## src/lock_settings.svh

```systemverilog
`ifndef LOCK_SETTINGS_SVH
`define LOCK_SETTINGS_SVH

// Interval lengths in clock ticks
`define LOCK_DEBOUNCE_TICKS 8
`define LOCK_NP_TICKS       24  // Long press for do-not-disturb
`define LOCK_BLOCK_TICKS    60

// Scale factors applied to the configured times
`define LOCK_AUTO_UNIT      4
`define LOCK_BEEP_UNIT      4

`define LOCK_MAX_ATTEMPTS   5   // Failed codes before lockout
`define LOCK_SLOTS          4

// Keypad marker digits, seen in digit 0 of an entry
`define LOCK_KEY_TIMEOUT    4'hE
`define LOCK_KEY_BLANK      4'hB

// Display digits
`define LOCK_DIGIT_FAIL     4'hA
`define LOCK_DIGIT_IDLE     4'hB

`endif
```

## src/lock_code_pkg.sv

```systemverilog
`default_nettype none

package lock_code_pkg;

    typedef logic [3:0] digit_t;       // One BCD digit

    // Digit 0 is the first one keyed
    typedef digit_t [3:0] code_t;

    typedef logic [1:0] slot_idx_t;

    // Lock configuration, 73 bits
    typedef struct packed {
        logic         beep_en;
        logic [3:0]   beep_delay;      // In units of the beep tick unit
        logic [3:0]   auto_time;       // In units of the auto-lock tick unit
        code_t [3:0]  slots;           // User codes
    } lock_cfg_t;

endpackage

`default_nettype wire

```

## src/lock_panel_pkg.sv

```systemverilog
`default_nettype none

package lock_panel_pkg;

    // Six display digits, digit 0 is the leftmost A position
    typedef lock_code_pkg::digit_t [5:0] bcd_word_t;

    // Which interval the shared timer is running
    typedef enum logic [2:0] {
        TMR_DEBOUNCE,
        TMR_NP_HOLD,
        TMR_AUTO_LOCK,
        TMR_BEEP_DELAY,
        TMR_BLOCK
    } timer_sel_t;

endpackage

`default_nettype wire

```

## src/check_if.sv

```systemverilog
`default_nettype none

interface check_if;
    import lock_code_pkg::*;

    logic  start;   // One-cycle request
    code_t entry;   // Held from start until done
    logic  done;    // One-cycle response
    logic  ok;      // Valid with done

    modport fsm  (output start, output entry, input done, input ok);
    modport chkr (input start, input entry, output done, output ok);

endinterface

`default_nettype wire

```

## src/lock_top.sv

```systemverilog
`default_nettype none

module lock_top (
    input  logic                      clk,
    input  logic                      rst,
    input  logic                      sensor_open,
    input  logic                      btn_inside,
    input  logic                      btn_block,
    input  logic                      key_valid,
    input  lock_code_pkg::code_t      key_code,
    input  logic                      cfg_load,
    input  lock_code_pkg::lock_cfg_t  cfg_in,
    output lock_panel_pkg::bcd_word_t bcd,
    output logic                      tranca,
    output logic                      bip,
    output logic                      teclado_en
);
    import lock_code_pkg::*;
    import lock_panel_pkg::*;

    lock_cfg_t  cfg;
    timer_sel_t tmr_sel;
    logic       fail;
    logic       clear;
    logic       locked;
    logic       tmr_start;
    logic       expired;
    logic       load_en;

    check_if chk_bus ();

    config_store config_store_i (
        .clk(clk), .rst(rst), .load_en(load_en), .cfg_load(cfg_load),
        .cfg_in(cfg_in), .cfg(cfg)
    );

    code_checker code_checker_i (.clk(clk), .rst(rst), .chk(chk_bus), .cfg(cfg));

    attempt_counter attempt_counter_i (
        .clk(clk), .rst(rst), .fail(fail), .clear(clear), .locked(locked), .bcd(bcd)
    );

    interval_timer interval_timer_i (
        .clk(clk), .rst(rst), .start(tmr_start), .sel(tmr_sel), .cfg(cfg), .expired(expired)
    );

    lock_fsm lock_fsm_i (
        .clk(clk), .rst(rst), .sensor_open(sensor_open), .btn_inside(btn_inside),
        .btn_block(btn_block), .key_valid(key_valid), .key_code(key_code),
        .beep_en(cfg.beep_en), .chk(chk_bus), .locked(locked), .expired(expired),
        .fail(fail), .clear(clear), .tmr_start(tmr_start), .load_en(load_en),
        .tmr_sel(tmr_sel), .tranca(tranca), .bip(bip), .teclado_en(teclado_en)
    );

endmodule

`default_nettype wire

```

## src/lock_fsm.sv

```systemverilog
`default_nettype none
`include "lock_settings.svh"

module lock_fsm (
    input  logic                       clk,
    input  logic                       rst,
    input  logic                       sensor_open,
    input  logic                       btn_inside,
    input  logic                       btn_block,
    input  logic                       key_valid,
    input  lock_code_pkg::code_t       key_code,
    input  logic                       beep_en,
    check_if.fsm                       chk,
    input  logic                       locked,
    input  logic                       expired,
    output logic                       fail,
    output logic                       clear,
    output logic                       tmr_start,
    output logic                       load_en,
    output lock_panel_pkg::timer_sel_t tmr_sel,
    output logic                       tranca,
    output logic                       bip,
    output logic                       teclado_en
);
    import lock_panel_pkg::*;

    typedef enum logic [3:0] {
        INIT,
        CLOSED,         // Latched
        CHECK_WAIT,     // Code checker running
        BLOCKED,        // Lockout after too many failures
        DB_UNLATCH,
        DB_LATCH,
        NP_HOLD,        // Lock button held
        AJAR,           // Shut but unlatched
        OPEN,
        BEEP_OPEN,
        BEEP_TIMEOUT
    } state_t;

    state_t state;
    state_t state_next;
    logic   np_mode;    // Do-not-disturb, keypad ignored
    logic   np_next;

    always_ff @(posedge clk or posedge rst) begin
        if (rst) begin
            state   <= INIT;
            np_mode <= 1'b0;
        end else begin
            state   <= state_next;
            np_mode <= np_next;
        end
    end

    // Entry is captured with the start pulse and held during the check
    always_ff @(posedge clk) begin
        if (chk.start) begin
            chk.entry <= key_code;
        end
    end

    always_comb begin
        state_next = state;
        np_next    = np_mode;
        chk.start  = 1'b0;
        fail       = 1'b0;
        clear      = 1'b0;
        case (state)
            INIT: if (!sensor_open) state_next = CLOSED;
            CLOSED: begin
                if (locked) begin
                    state_next = BLOCKED;   // Limit reached by the last check
                end else if (btn_block) begin
                    state_next = NP_HOLD;
                end else if (btn_inside) begin
                    state_next = DB_UNLATCH;
                end else if (key_valid && !np_mode) begin
                    if (key_code[0] == `LOCK_KEY_TIMEOUT) begin
                        if (beep_en) state_next = BEEP_TIMEOUT;
                    end else if (key_code[0] != `LOCK_KEY_BLANK) begin
                        chk.start  = 1'b1;
                        state_next = CHECK_WAIT;
                    end
                end
            end
            CHECK_WAIT: begin
                if (chk.done && chk.ok) begin
                    clear      = 1'b1;
                    state_next = AJAR;
                end else if (chk.done) begin
                    fail       = 1'b1;
                    state_next = CLOSED;
                end
            end
            BLOCKED: begin
                if (expired) begin
                    clear      = 1'b1;
                    state_next = CLOSED;
                end
            end
            DB_UNLATCH: begin
                // Acts on release, a short press is a bounce
                if (!btn_inside) begin
                    state_next = expired ? AJAR : CLOSED;
                    if (expired) np_next = 1'b0;
                end
            end
            DB_LATCH: begin
                if (sensor_open) state_next = OPEN;
                else if (!btn_inside) state_next = expired ? CLOSED : AJAR;
            end
            NP_HOLD: begin
                if (!btn_block) begin
                    state_next = CLOSED;
                    if (expired) np_next = 1'b1;
                end
            end
            AJAR: begin
                if (sensor_open) state_next = OPEN;
                else if (btn_inside) state_next = DB_LATCH;
                else if (expired) state_next = CLOSED;    // Auto-lock
            end
            OPEN: begin
                if (!sensor_open) state_next = AJAR;
                else if (expired && beep_en) state_next = BEEP_OPEN;
            end
            BEEP_OPEN: begin
                if (!sensor_open) state_next = AJAR;
                else if (!beep_en) state_next = OPEN;
            end
            BEEP_TIMEOUT: state_next = CLOSED;   // Single beep cycle
            default: state_next = INIT;
        endcase
    end

    // Timer restarts on entry to a timed state
    always_comb begin
        tmr_start = (state_next != state);
        case (state_next)
            BLOCKED:              tmr_sel = TMR_BLOCK;
            DB_UNLATCH, DB_LATCH: tmr_sel = TMR_DEBOUNCE;
            NP_HOLD:              tmr_sel = TMR_NP_HOLD;
            AJAR:                 tmr_sel = TMR_AUTO_LOCK;
            OPEN:                 tmr_sel = TMR_BEEP_DELAY;
            default: begin
                tmr_start = 1'b0;
                tmr_sel   = TMR_DEBOUNCE;
            end
        endcase
    end

    assign tranca = (state == CLOSED) || (state == CHECK_WAIT) || (state == BLOCKED) ||
                    (state == DB_UNLATCH) || (state == NP_HOLD) || (state == BEEP_TIMEOUT);
    assign bip        = (state == BEEP_OPEN) || (state == BEEP_TIMEOUT);
    assign teclado_en = (state == CHECK_WAIT) || ((state == CLOSED) && np_mode);
    assign load_en    = (state == OPEN) || (state == BEEP_OPEN);  // Door is open

endmodule

`default_nettype wire

```

## src/interval_timer.sv

```systemverilog
`default_nettype none
`include "lock_settings.svh"

module interval_timer (
    input  logic                      clk,
    input  logic                      rst,
    input  logic                      start,
    input  lock_panel_pkg::timer_sel_t sel,
    input  lock_code_pkg::lock_cfg_t  cfg,
    output logic                      expired
);
    import lock_panel_pkg::*;

    localparam int CNT_W = 8;

    logic [CNT_W-1:0] len;   // Length of the selected interval
    logic [CNT_W-1:0] cnt;

    always_comb begin
        case (sel)
            TMR_DEBOUNCE:   len = CNT_W'(`LOCK_DEBOUNCE_TICKS);
            TMR_NP_HOLD:    len = CNT_W'(`LOCK_NP_TICKS);
            TMR_AUTO_LOCK:  len = CNT_W'(cfg.auto_time * `LOCK_AUTO_UNIT);
            TMR_BEEP_DELAY: len = CNT_W'(cfg.beep_delay * `LOCK_BEEP_UNIT);
            default:        len = CNT_W'(`LOCK_BLOCK_TICKS);
        endcase
    end

    // Expired is set on the Nth edge after the start edge
    always_ff @(posedge clk or posedge rst) begin
        if (rst) begin
            cnt     <= '0;
            expired <= 1'b0;
        end else if (start) begin
            cnt     <= len;
            expired <= 1'b0;
        end else if (!expired) begin
            if (cnt <= CNT_W'(1)) begin
                cnt     <= '0;
                expired <= 1'b1;   // Held until the next start
            end else begin
                cnt <= cnt - 1'b1;
            end
        end
    end

endmodule

`default_nettype wire

```

## src/attempt_counter.sv

```systemverilog
`default_nettype none
`include "lock_settings.svh"

module attempt_counter (
    input  logic                      clk,
    input  logic                      rst,
    input  logic                      fail,
    input  logic                      clear,
    output logic                      locked,
    output lock_panel_pkg::bcd_word_t bcd
);

    localparam int CNT_W = $clog2(`LOCK_MAX_ATTEMPTS + 1);

    logic [CNT_W-1:0] count;   // Failed codes so far

    always_ff @(posedge clk or posedge rst) begin
        if (rst) begin
            count <= '0;
        end else if (clear) begin
            count <= '0;
        end else if (fail && !locked) begin
            count <= count + 1'b1;
        end
    end

    assign locked = (count == CNT_W'(`LOCK_MAX_ATTEMPTS));

    // One A per failure from digit 0, all A during lockout
    always_comb begin
        for (int i = 0; i < 6; i++) begin
            if (locked || (i < int'(count))) begin
                bcd[i] = `LOCK_DIGIT_FAIL;
            end else begin
                bcd[i] = `LOCK_DIGIT_IDLE;
            end
        end
    end

endmodule

`default_nettype wire

```

## src/code_checker.sv

```systemverilog
`default_nettype none
`include "lock_settings.svh"

module code_checker (
    input  logic                     clk,
    input  logic                     rst,
    check_if.chkr                    chk,
    input  lock_code_pkg::lock_cfg_t cfg
);
    import lock_code_pkg::*;

    slot_idx_t idx;     // Slot under comparison
    logic      busy;
    logic      hit;
    logic      last;

    // One slot compared per cycle
    assign hit  = busy && (chk.entry == cfg.slots[idx]);
    assign last = (idx == slot_idx_t'(`LOCK_SLOTS - 1));

    assign chk.done = busy && (hit || last);
    assign chk.ok   = hit;

    always_ff @(posedge clk or posedge rst) begin
        if (rst) begin
            busy <= 1'b0;
            idx  <= '0;
        end else if (chk.start) begin
            busy <= 1'b1;
            idx  <= '0;     // Walk starts at slot 0
        end else if (chk.done) begin
            busy <= 1'b0;
        end else if (busy) begin
            idx <= idx + 1'b1;
        end
    end

endmodule

`default_nettype wire

```

## src/config_store.sv

```systemverilog
`default_nettype none
`include "lock_settings.svh"

module config_store (
    input  logic                    clk,
    input  logic                    rst,
    input  logic                    load_en,   // Door is open
    input  logic                    cfg_load,
    input  lock_code_pkg::lock_cfg_t cfg_in,
    output lock_code_pkg::lock_cfg_t cfg
);

    always_ff @(posedge clk or posedge rst) begin
        if (rst) begin
            cfg.beep_en    <= 1'b1;
            cfg.beep_delay <= 4'd5;
            cfg.auto_time  <= 4'd5;
            for (int s = 0; s < `LOCK_SLOTS; s++) begin
                if (s == 0) begin
                    cfg.slots[s] <= {4'h4, 4'h3, 4'h2, 4'h1};  // Code 1 2 3 4
                end else begin
                    cfg.slots[s] <= {4{4'hF}};                 // Unused slot
                end
            end
        end else if (load_en && cfg_load) begin
            // Whole configuration replaced at once
            cfg <= cfg_in;
        end
    end

endmodule

`default_nettype wire

```

## config.mk

```make
export PLATFORM = sky130hd
export DESIGN_NAME = lock_top
export DESIGN_NICKNAME = d
export VERILOG_FILES = /design/src/lock_code_pkg.sv /design/src/lock_panel_pkg.sv /design/src/check_if.sv /design/src/lock_top.sv /design/src/lock_fsm.sv /design/src/interval_timer.sv /design/src/attempt_counter.sv /design/src/code_checker.sv /design/src/config_store.sv
export VERILOG_INCLUDE_DIRS = /design/src
export SDC_FILE = /design/constraint.sdc
export NUM_CORES = 1
export LEC_CHECK = 0
export ABC_AREA = 1
export ABC_CLOCK_PERIOD_IN_PS = 4600
export BUFFER_PORTS_ARGS = -buffer_cell sky130_fd_sc_hd__buf_4
export CORE_ASPECT_RATIO = 0.6
export CORE_MARGIN = 2
export CORE_UTILIZATION = 37
export CTS_BUF_LIST = sky130_fd_sc_hd__clkbuf_8
export CTS_CLUSTER_SIZE = 40
export DETAILED_ROUTE_END_ITERATION = 12
export RECOVER_POWER = 100
export SLEW_MARGIN = 20
export SYNTH_ARGS = -nofsm -noshare
export SYNTH_HDL_FRONTEND = slang
export SYNTH_SLANG_ARGS = --single-unit
```

## constraint.sdc

```tcl
create_clock -name clk -period 4.6 [get_ports clk]
set_input_delay 0.23 -clock clk [delete_from_list [all_inputs] [get_ports clk]]
set_output_delay 0.23 -clock clk [all_outputs]
set_load 0.05 [all_outputs]
```

==> impl_results.md, run 1 <==
- Status: finished with violations
- Violations in the final reports: capacitance limit, slew limit
- Vias: 4765
- Antenna violations before repair: 0
- Cells after Synth: 671
- # IOs: 123
- Adder-Cell Fraction of Synth Area: 0.825%
- Critical Path RT: approximately 5000 ps
- R2R depth: 4
- Hold_sp: key_code[10]
- Final instance area: 7090 um^2
- Post-Route WL: 14600 um
- Synth Area in Simple Gates: 25.8%
- Worst Hold Path Cells: 1
- Synth Area in Compound Gates: 3.77%
- Total track usage: 17.8%
- Cell Area, Placed: 6930 um^2
- Post-synthesis sequential area ratio: 47.5%
- Avg WL per Cell: 14.8 um
- Netlist cell types: 39
- Sw power: 1.83 mW
- Post-Synth XOR/XNOR Area: 0.866%
- Critical path type: reg -> reg
- Maxcap violations: 3
- Setup TNS: 0 ps
- RSZ-0062 raised after global routing: false
- Number of global-route vias before repair: 4524
- Gr ovfl total: 0
- Vias per cell: 4.83
- Pin count of the biggest net entering global routing: 57
- DP Wirelength: 11100 um
- Sw Ratio: 41.3%
- Sequential Power Share: 42.1%
- Synth area leaders: dfstp_2 25%, dfrtp_1 14%, mux2_2 13%
- Setup WS pre-CTS: 1480 ps
- CTS H-tree lvls: 3
- Most common cell after layout, fill and taps aside: nand2_1
- Mapped Avg Cell Area: 9.04 um^2
- Final WS setup: 1020 ps
- Syn-to-layout area delta: 16.9%
- First-pass GRT wire length: around 24000 um
- Max-slew violations: 140
- Arrival time at the worst endpoint: 3860 ps
- CTS root buffer: clkbuf_8
- Final period util: 77.7%
- Bufs on Longest Clock Path: 2
- Inserted Diodes: 0
- DR WL met2: roughly 5000 um
- # DRC: 0
- Die X: 169 um
- R2r startpoint: lock_fsm_i.state[2]$_DFF_PP0_
- Highest metal used: met4
- DRT iter0 DRCs: between 400 and 500
- CP max FO: 44
- Buffers on Ports: 104
- FF-to-FF setup slack: 1020 ps
- Yosys reg bits: 109
- Core box area: approximately 16000 um^2
- Net count, final: around 870
- Post-DRT Antenna Nets: 0
- Starting density of the core: between 30% and 40%
- Worst min-delay path class: in -> reg
- Tmin final: 3580 ps
- Metal3 WL: 1250 um
- Share of layout cells above drive strength 1: 32.8%
- FP Rows: 36
- Pwr Density: between 600 and 700 nW/um^2
- Worst R2R End: config_store_i.cfg[10]$_DFFE_PP0P_
- Maximum VDD drop: around 0.00020 V
- Worst-Margin Slew: 2910 ps
- 1st-pass router iterations: 5
- Post-synth top area share: 25.1%
- Combinational share of power: 43.7%
- Setup bufs post-CTS: 0
- Die footprint: 17500 um^2
- CP Capture Type: flip-flop
- Clock network power share: 14.2%
- Final Wtd Congestion: 0.878
- Maximum clock rate: between 200 and 300 MHz
- Skew-Pair Late Insertion Delay: 390 ps
- Chip height: 103 um
- Post-synthesis mux area share: 13.0%
- WL met1: 8190 um
- CP Launch Type: flip-flop
- Hold Vio Cnt, Final: 0
- Worst Hold End: lock_fsm_i.chk.entry[10]$_DFFE_PP_
- Cell area after synthesis: 6070 um^2
- Final setup fails: 0
- Ys Warns: 0
- Setup Skew: 17.0 ps
- Internal power: 2.60 mW
- Main combinational cell family by area after synthesis: simple AND/OR/NAND/NOR gates
- Clock slew at reported path FFs: 110 ps
- Commonest cells after routing, fill and taps aside: 185 x nand2_1, 80 x buf_4, 70 x mux2_2, 66 x nand3_1
- Relative slew slack: -94.0%
- Dominant cell type by area after synthesis: dfstp_2
- CTS sink count: 109
- CTS tree: built
- Leakage: 3.29 nW
- Num CTS Buffers: 9
-- how the worst max path moves through the flow --
stage / startpoint / end / slack (ps) / cells after the start
floorplan: rst / attempt_counter_i.count[0]$_DFFE_PP0P_ / 2050 / 1
global placement: code_checker_i.idx[0]$_DFFE_PP0P_ / interval_timer_i.cnt[2]$_DFFE_PP0P_ / 1490 / 20
detailed placement: code_checker_i.idx[0]$_DFFE_PP0P_ / interval_timer_i.cnt[5]$_DFFE_PP0P_ / 1480 / 20
CTS: code_checker_i.idx[0]$_DFFE_PP0P_ / interval_timer_i.cnt[2]$_DFFE_PP0P_ / 1470 / 20
global route: code_checker_i.idx[0]$_DFFE_PP0P_ / interval_timer_i.cnt[4]$_DFFE_PP0P_ / 610 / 21
finish: lock_fsm_i.state[2]$_DFF_PP0_ / config_store_i.cfg[10]$_DFFE_PP0P_ / 1020 / 4
-- routing by layer --
metal / global-route usage (%) / vias up
met2: 22.2 / 183
met3: 4.87 / 15
met1: 28.9 / 2173
li1: - / 2394
met5: 0 / -
met4: 4.60 / 0
-- flip-flops by register name, indices dropped and copies added, names as in the netlist --
name,flops
attempt_counter_i.count,3
interval_timer_i.cnt,8
config_store_i.cfg,73
lock_fsm_i.chk.entry,16
lock_fsm_i.state,4
lock_fsm_i.np_mode,1
interval_timer_i.expired,1
code_checker_i.idx,2
code_checker_i.busy,1
-- layout make-up --
type | count | area, um^2
Clock buffer | 9 | 124
Clock inverter | 7 | 87.6
Fill cell | 1621 | 9030
Inverter | 53 | 208
Multi-Input combinational cell | 486 | 2730
Sequential cell | 109 | 2880
Tap cell | 209 | 262
Timing Repair Buffer | 114 | 805
-- what timing repair did --
action,4_1_cts,5_1_grt
gates resized for setup,0,0
hold buffers,1,4
endpoints found under the hold margin,25,4
-- logic make-up after synthesis --
logic type,Yosys count
other,2
multiplexers,70
AND/OR/NAND/NOR,351
AO/OA/AOI/OAI,37
buffers and inverters,92
adder cells (fa/ha/maj),4
flip-flops,109
XOR/XNOR,6
-- synthesized netlist by cell type --
| master | number |
|---|---|
| buf_1 | 3 |
| nand2_1 | 182 |
| buf_6 | 8 |
| inv_2 | 5 |
| o22ai_1 | 3 |
| nor3_1 | 4 |
| o2111ai_1 | 2 |
| nand3_2 | 5 |
| buf_4 | 21 |
| edfxtp_1 | 16 |
| o211ai_2 | 2 |
| dfrtp_1 | 35 |
| nor3b_2 | 1 |
| o21ai_0 | 11 |
| a2111oi_1 | 1 |
| nor2_2 | 2 |
| clkinv_1 | 1 |
| nor2_1 | 57 |
| a32oi_1 | 1 |
| conb_1 | 2 |
| inv_1 | 45 |
| ha_1 | 4 |
| inv_4 | 1 |
| inv_6 | 1 |
| mux2_2 | 70 |
| clkbuf_1 | 6 |
| nand2_2 | 8 |
| dfstp_2 | 58 |
| nand3b_1 | 14 |
| a21boi_0 | 1 |
| nand3_1 | 64 |
| nand4_1 | 12 |
| buf_2 | 1 |
| xor2_1 | 5 |
| a21oi_1 | 14 |
| nand2_4 | 2 |
| o221ai_1 | 1 |
| a22oi_1 | 1 |
| xnor2_1 | 1 |
-- power by group through the flow --
stage / clock network [mW] / logic, mW / registers [mW]
final: 0.626 / 1.93 / 1.86
after global routing: 0.683 / 2.21 / 1.92
after CTS: 0.650 / 1.98 / 1.86
after detailed placement: 0 / 1.97 / 1.88
after global placement: 0 / 1.96 / 1.88
after floorplan: 0 / 1.67 / 1.72
-- worst max-delay path, cell delays in order, from the launching register on --
cell and delay, ps:
dfrtp_1 470, nor2_1 300, nand3_1 1530, buf_4 840, mux2_2 320
-- per-stage QoR --
step	hold WS (ps)	power (mW)	util, %	std cells
final	41.7	4.42	44.0	987
after global routing	25.5	4.81	44.0	987
after CTS	0.867	4.49	44.4	983
after detailed placement	401	3.85	43.0	966
after global placement	400	3.84	43.0	966
after floorplan	329	3.39	-	687
No activity file was read; power rests on OpenSTA's default activity.
==> run 2: changes to the inputs <==
--- a/config.mk
+++ b/config.mk
@@ -7,7 +7,7 @@
 export NUM_CORES = 1
 export LEC_CHECK = 0
 export ABC_AREA = 1
-export ABC_CLOCK_PERIOD_IN_PS = 4600
+export ABC_CLOCK_PERIOD_IN_PS = 3000
 export BUFFER_PORTS_ARGS = -buffer_cell sky130_fd_sc_hd__buf_4
 export CORE_ASPECT_RATIO = 0.6
 export CORE_MARGIN = 2
==> constraint.sdc (replaced) <==
create_clock -name clk -period 3 [get_ports clk]
set_input_delay 0.15 -clock clk [delete_from_list [all_inputs] [get_ports clk]]
set_output_delay 0.15 -clock clk [all_outputs]
set_load 0.05 [all_outputs]
==> run 2 against run 1 <==
Clock power increased by 53%; combinational power increased by 72%; clock skew shrank 1.1 ps; sequential cell count unchanged; the run still ends with capacitance limit, slew limit left; fmax grew 31%; highest routed layer unchanged.
==> impl_results.md, run 2 (synthesis results as in run 1) <==
- Cell Area, Placed: 7030 um^2
- Total track usage: 19.2%
- Final WS setup: 276 ps
- CTS tree: built
- Bufs on Longest Clock Path: 2
- Combinational share of power: 46.8%
- Final instance area: a little over 8000 um^2
- Die footprint: 17500 um^2
- DRT iter0 DRCs: 418
- Fillcell total: 1511
- Num CTS Buffers: 9
- Sw Ratio: 41.2%
- Gr ovfl total: 0
- Worst min-delay path class: in -> reg
- Share of layout cells above drive strength 1: 31.2%
- Syn-to-layout area delta: 33.4%
- FP Rows: 36
- Final period util: 90.8%
- CTS H-tree lvls: 3
- Vias per cell: 4.79
- Sw power: 2.91 mW
- Final Wtd Congestion: 0.857
- Relative slew slack: -39.4%
- Number of global-route vias before repair: between 5k and 6k
- Maximum VDD drop: 0.000384 V
- Net count, final: 966
- # IOs: about 120
- Pwr Density: 875 nW/um^2
- Commonest cells after routing, fill and taps aside: 182 x nand2_1, 89 x dlygate4sd3_1, 86 x buf_4, 70 x mux2_2, 62 x nand3_1
- Die X: 169 um
- Tmin final: 2720 ps
- Regs by FF count: config_store_i.cfg: 73 flops, lock_fsm_i.chk.entry: 16 flops, interval_timer_i.cnt: 8 flops
- Post-Route WL: 16000 um
- Post-DRT Antenna Nets: 0
- # DRC: 0
- Internal power: 4.16 mW
- Hold Vio Cnt, Final: 0
- R2R depth: 4
- Worst path top cell family by delay: simple AND/OR/NAND/NOR gates
- CP Capture Type: flip-flop
- Critical Path RT: 3280 ps
- CTS sink count: approximately 110
- Inserted Diodes: 0
- CP Cell Sequence: nor2_1 > nand3_2 > buf_6 > mux2_2
- Sequential Power Share: 39.7%
- Violations in the final reports: capacitance limit, slew limit
- Core Util, Final: 50.2%
- Critical path type: reg -> reg
- Worst-Margin Slew: ~2100 ps
- 1st-pass router iterations: 4
- Setup WS pre-CTS: 322 ps
- Avg WL per Cell: 14.8 um
- Skew-Pair Late Insertion Delay: 380 ps
- Finished Layout Cells: 1080
- Overall Power: 7.07 mW
- RSZ-0062 raised after global routing: false
- CP max FO: 45
- Setup bufs post-CTS: 0
- CP max-delay cell: nand3_2
- CP Launch Type: flip-flop
- Most common cell after layout, fill and taps aside: nand2_1
- CP max stage delay: approximately 950 ps
- Buffers on Ports: around 100
- Clock network power share: 13.5%
- Maximum clock rate: about 370 MHz
- Core box area: 16100 um^2
- Starting density of the core: 37.6%
- Pin count of the biggest net entering global routing: 49
- CTS root buffer: clkbuf_8
- Worst Hold Path Cells: 2
- Maxcap violations: 1
- Antenna violations before repair: 0
- WHS: 18.5 ps
- Arrival time at the worst endpoint: approximately 3000 ps
- Chip height: 103 um
- Buf+Inv Stages, Crit Path: 1
- Largest register FFs: 73
- First-pass GRT wire length: 26000 um
- Clock slew at reported path FFs: approximately 120 ps
- Final setup fails: 0
- Status: finished with violations
- Max-slew violations: 49
- DP Wirelength: 11300 um
- Biggest register: config_store_i.cfg
- Setup TNS: 0 ps
- Critical path depth in cells: 4
- Placed cells: 974
- Vias: a little over 5k
- Setup Skew: 16.0 ps
- Leakage: ~3.7 nW
-- run 2: cell count changes in the layout (fill, tap and decap cells not counted), sizes merged --
| cell | change |
|---|---|
| buf | +8 |
| clkbuf | +1 |
| dlygate4sd3 | +84 |
-- run 2: worst paths after layout --
kind,to,slack [ps],startpoint
worst max-delay path,config_store_i.cfg[10]$_DFFE_PP0P_,280,lock_fsm_i.state[2]$_DFF_PP0_
worst min-delay path,config_store_i.cfg[19]$_DFFE_PP1P_,20,cfg_in[19]
worst max register to register,config_store_i.cfg[10]$_DFFE_PP0P_,280,lock_fsm_i.state[2]$_DFF_PP0_
worst min register to register,config_store_i.cfg[2]$_DFFE_PP0P_,530,config_store_i.cfg[2]$_DFFE_PP0P_
max in group asynchronous,code_checker_i.idx[0]$_DFFE_PP0P_,550,rst
min in group asynchronous,config_store_i.cfg[65]$_DFFE_PP0P_,860,rst
-- run 2: metal layers --
metal / global-route usage, % / part of all wire [%] / vias up
met5: 0 / 0 / -
met2: 27.6 / 39 / 180
met3: 3.65 / 4.9 / 9
li1: - / - / 2572
met1: 30.1 / 55 / 2409
met4: 3.42 / 0.73 / 0
-- run 2: worst reg2reg max path, delay by kind of cell (launching register included) --
| family | cells | cell delay (ps) |
|---|---|---|
| muxes | 1 | 320 |
| buffers and inverters | 1 | 570 |
| DFF | 1 | 460 |
| and+or+nand+nor | 2 | 1270 |
-- run 2: layout make-up --
| class | instances | area, um^2 | share of cell area, % |
|---|---|---|---|
| Tap cell | 209 | 262 | 3.23 |
| Multi-Input combinational cell | 486 | 2780 | 34.3 |
| Sequential cell | 109 | 2880 | 35.6 |
| Timing Repair Buffer | 207 | 1740 | 21.5 |
| Clock inverter | 7 | 90.1 | 1.11 |
| Inverter | 53 | 215 | 2.66 |
| Clock buffer | 9 | 124 | 1.53 |
-- run 2: what timing repair did --
item,CTS,global route
setup endpoints to repair,0,5
hold endpoints to repair,89,6
gates resized for setup,0,9
hold buffers,83,6
-- run 2: power groups by stage --
stage | registers, mW | logic [mW] | clock network [mW]
floorplan | 2.64 | 2.56 | 0
global placement | 2.83 | 3.15 | 0
detailed placement | 2.83 | 3.16 | 0
CTS | 2.80 | 3.26 | 0.993
global route | 2.89 | 3.77 | 1.05
finish | 2.81 | 3.31 | 0.957
==> run 3: changes to the inputs <==
--- a/config.mk
+++ b/config.mk
@@ -15,6 +15,7 @@
 export CTS_BUF_LIST = sky130_fd_sc_hd__clkbuf_8
 export CTS_CLUSTER_SIZE = 40
 export DETAILED_ROUTE_END_ITERATION = 12
+export PLACE_DENSITY = 0.7
 export RECOVER_POWER = 100
 export SLEW_MARGIN = 20
 export SYNTH_ARGS = -nofsm -noshare
==> run 3 against run 2 <==
The run still ends with capacitance limit, slew limit left; die area did not move; clock-buffer cell count did not move; sequential cell count did not move; clock skew rose by 9.9 ps; combinational power fell by 3%; critical path type unchanged.
==> impl_results.md, run 3 (synthesis results as in run 1) <==
- Status: finished with violations
- Violations in the final reports: capacitance limit, slew limit
- Setup WS pre-CTS: about 340 ps
- Fillcell total: 1536
- CP Launch Type: flip-flop
- Avg WL per Cell: 14.9 um
- Biggest register: config_store_i.cfg
- Die X: 169 um
- Largest register FFs: 73
- Starting density of the core: 37.6%
- Commonest cells after routing, fill and taps aside: 182 x nand2_1, 85 x buf_4, 73 x dlygate4sd3_1, 70 x mux2_2, 63 x nand3_1
- Chip height: 103 um
- Worst Hold Path Cells: 2
- Net count, final: around 950
- Inserted Diodes: 0
- Worst-Margin Slew: 1830 ps
- Final period util: roughly 90%
- FF-to-FF setup slack: 300 ps
- Pwr Density: between 800 and 900 nW/um^2
- Arrival time at the worst endpoint: 2960 ps
- Die footprint: 17500 um^2
- Vias: approximately 5.1k
- CP Capture Type: flip-flop
- Regs by FF count: config_store_i.cfg: 73 flops, lock_fsm_i.chk.entry: 16 flops, interval_timer_i.cnt: 8 flops
- Leakage: 3.61 nW
- Most common cell after layout, fill and taps aside: nand2_1
- Relative slew slack: -22.7%
- Sw power: around 2.9 mW
- Sequential Power Share: 40.6%
- Antenna violations before repair: 0
- Tmin final: about 2700 ps
- Worst min-delay path class: in -> reg
- DP Wirelength: 11200 um
- Number of global-route vias before repair: between 4k and 5k
- Bufs on Longest Clock Path: 2
- Setup TNS: 0 ps
- CTS root buffer: clkbuf_8
- Post-DRT Antenna Nets: 0
- Core box area: 16100 um^2
- CP max FO: 43
- CTS tree: built
- Internal power: 4.02 mW
- Overall Power: about 6.9 mW
- First-pass GRT wire length: 25100 um
- FP Rows: 36
- Share of layout cells above drive strength 1: a little under a third
- Maximum clock rate: approximately 370 MHz
- # DRC: 0
- Critical Path RT: approximately 3300 ps
- Buffers on Ports: between 100 and 150
- Max-slew violations: 43
- RSZ-0062 raised after global routing: false
- Clock network power share: 12.8%
- Setup Skew: 25.9 ps
- Clock slew at reported path FFs: ~110 ps
- Vias per cell: roughly 4.8
- CTS sink count: 109
- Post-Route WL: 15800 um
- CTS H-tree lvls: 3
- # IOs: 123
- Sw Ratio: approximately 41%
- Maxcap violations: 1
- Hold Vio Cnt, Final: 0
- Final Wtd Congestion: 0.918
- Final WS setup: 302 ps
- Total track usage: 18.5%
- Final setup fails: 0
- Skew-Pair Late Insertion Delay: ~380 ps
- DRT iter0 DRCs: about 420
- Maximum VDD drop: 0.000357 V
- Gr ovfl total: 0
- Num CTS Buffers: 9
- Pin count of the biggest net entering global routing: 53
- 1st-pass router iterations: 5
- Syn-to-layout area delta: 29.2%
- Combinational share of power: between 40% and 50%
- R2R depth: 4
- Critical path type: reg -> reg
==> run 3: cell count changes in the layout (fill, tap and decap cells not counted), sizes merged <==
cell	delta
buf	-2
bufinv	-1
clkinv	-1
dlygate4sd3	-16
inv	+2
==> run 3: per-stage QoR <==
stage                     utilization (%)  cell area, um^2  instances  hold WS (ps)
final                                48.6             7840       1062          12.4
after global routing                 48.6             7840       1062          1.01
after CTS                            48.9             7880       1057         0.228
after detailed placement             43.5             7010        973           305
after global placement               43.5             7010        973           308
after floorplan                         -             6130        687           249
==> run 3: area by class of cell <==
type / instances / area (um^2) / area share (%)
clock buffers: 9 / 124 / 1.58
clock inverters: 7 / 66.3 / 0.846
inverters: 53 / 208 / 2.65
multi-input cells: 486 / 2760 / 35.3
flip-flops and latches: 109 / 2880 / 36.8
well taps: 209 / 262 / 3.34
repair buffers: 189 / 1530 / 19.6
==> run 3: what timing repair did <==
| action | in CTS | in global routing |
|---|---|---|
| setup buffers | 0 | 0 |
| resized for setup | 0 | 2 |
| setup endpoints to repair | 0 | 6 |
| hold endpoints to repair | 91 | 5 |
| hold buffers | 68 | 5 |
==> run 3: routing by layer <==
layer,part of all wire [%],up-vias,track usage [%]
met2,40,200,26.0
met4,0.62,0,2.89
li1,-,2544,-
met1,52,2382,29.4
met3,7.7,11,4.03
met5,0,-,0
==> run 3: critical path: stages (launching register included) <==
cell and delay [ps]:
dfrtp_1 470, nor2_1 330, nand3_2 700, clkbuf_4 670, mux2_2 390
==> run 3: power groups by stage <==
stage | sequential [mW] | clock, mW | combinational [mW]
3_3_place_gp | 2.81 | 0 | 3.08
4_1_cts | 2.79 | 0.908 | 3.22
6_report | 2.79 | 0.880 | 3.21
2_1_floorplan | 2.64 | 0 | 2.56
5_1_grt | 2.87 | 0.962 | 3.64
3_5_place_dp | 2.81 | 0 | 3.13
==> run 3: worst paths after layout <==
check,startpoint,endpoint
worst max-delay path,lock_fsm_i.state[2]$_DFF_PP0_,config_store_i.cfg[2]$_DFFE_PP0P_
min in group asynchronous,rst,config_store_i.cfg[69]$_DFFE_PP0P_
worst min-delay path,cfg_in[19],config_store_i.cfg[19]$_DFFE_PP1P_
worst min register to register,config_store_i.cfg[64]$_DFFE_PP1P_,config_store_i.cfg[64]$_DFFE_PP1P_
max in group asynchronous,rst,code_checker_i.busy$_DFFE_PP0P_
worst max register to register,lock_fsm_i.state[2]$_DFF_PP0_,config_store_i.cfg[2]$_DFFE_PP0P_
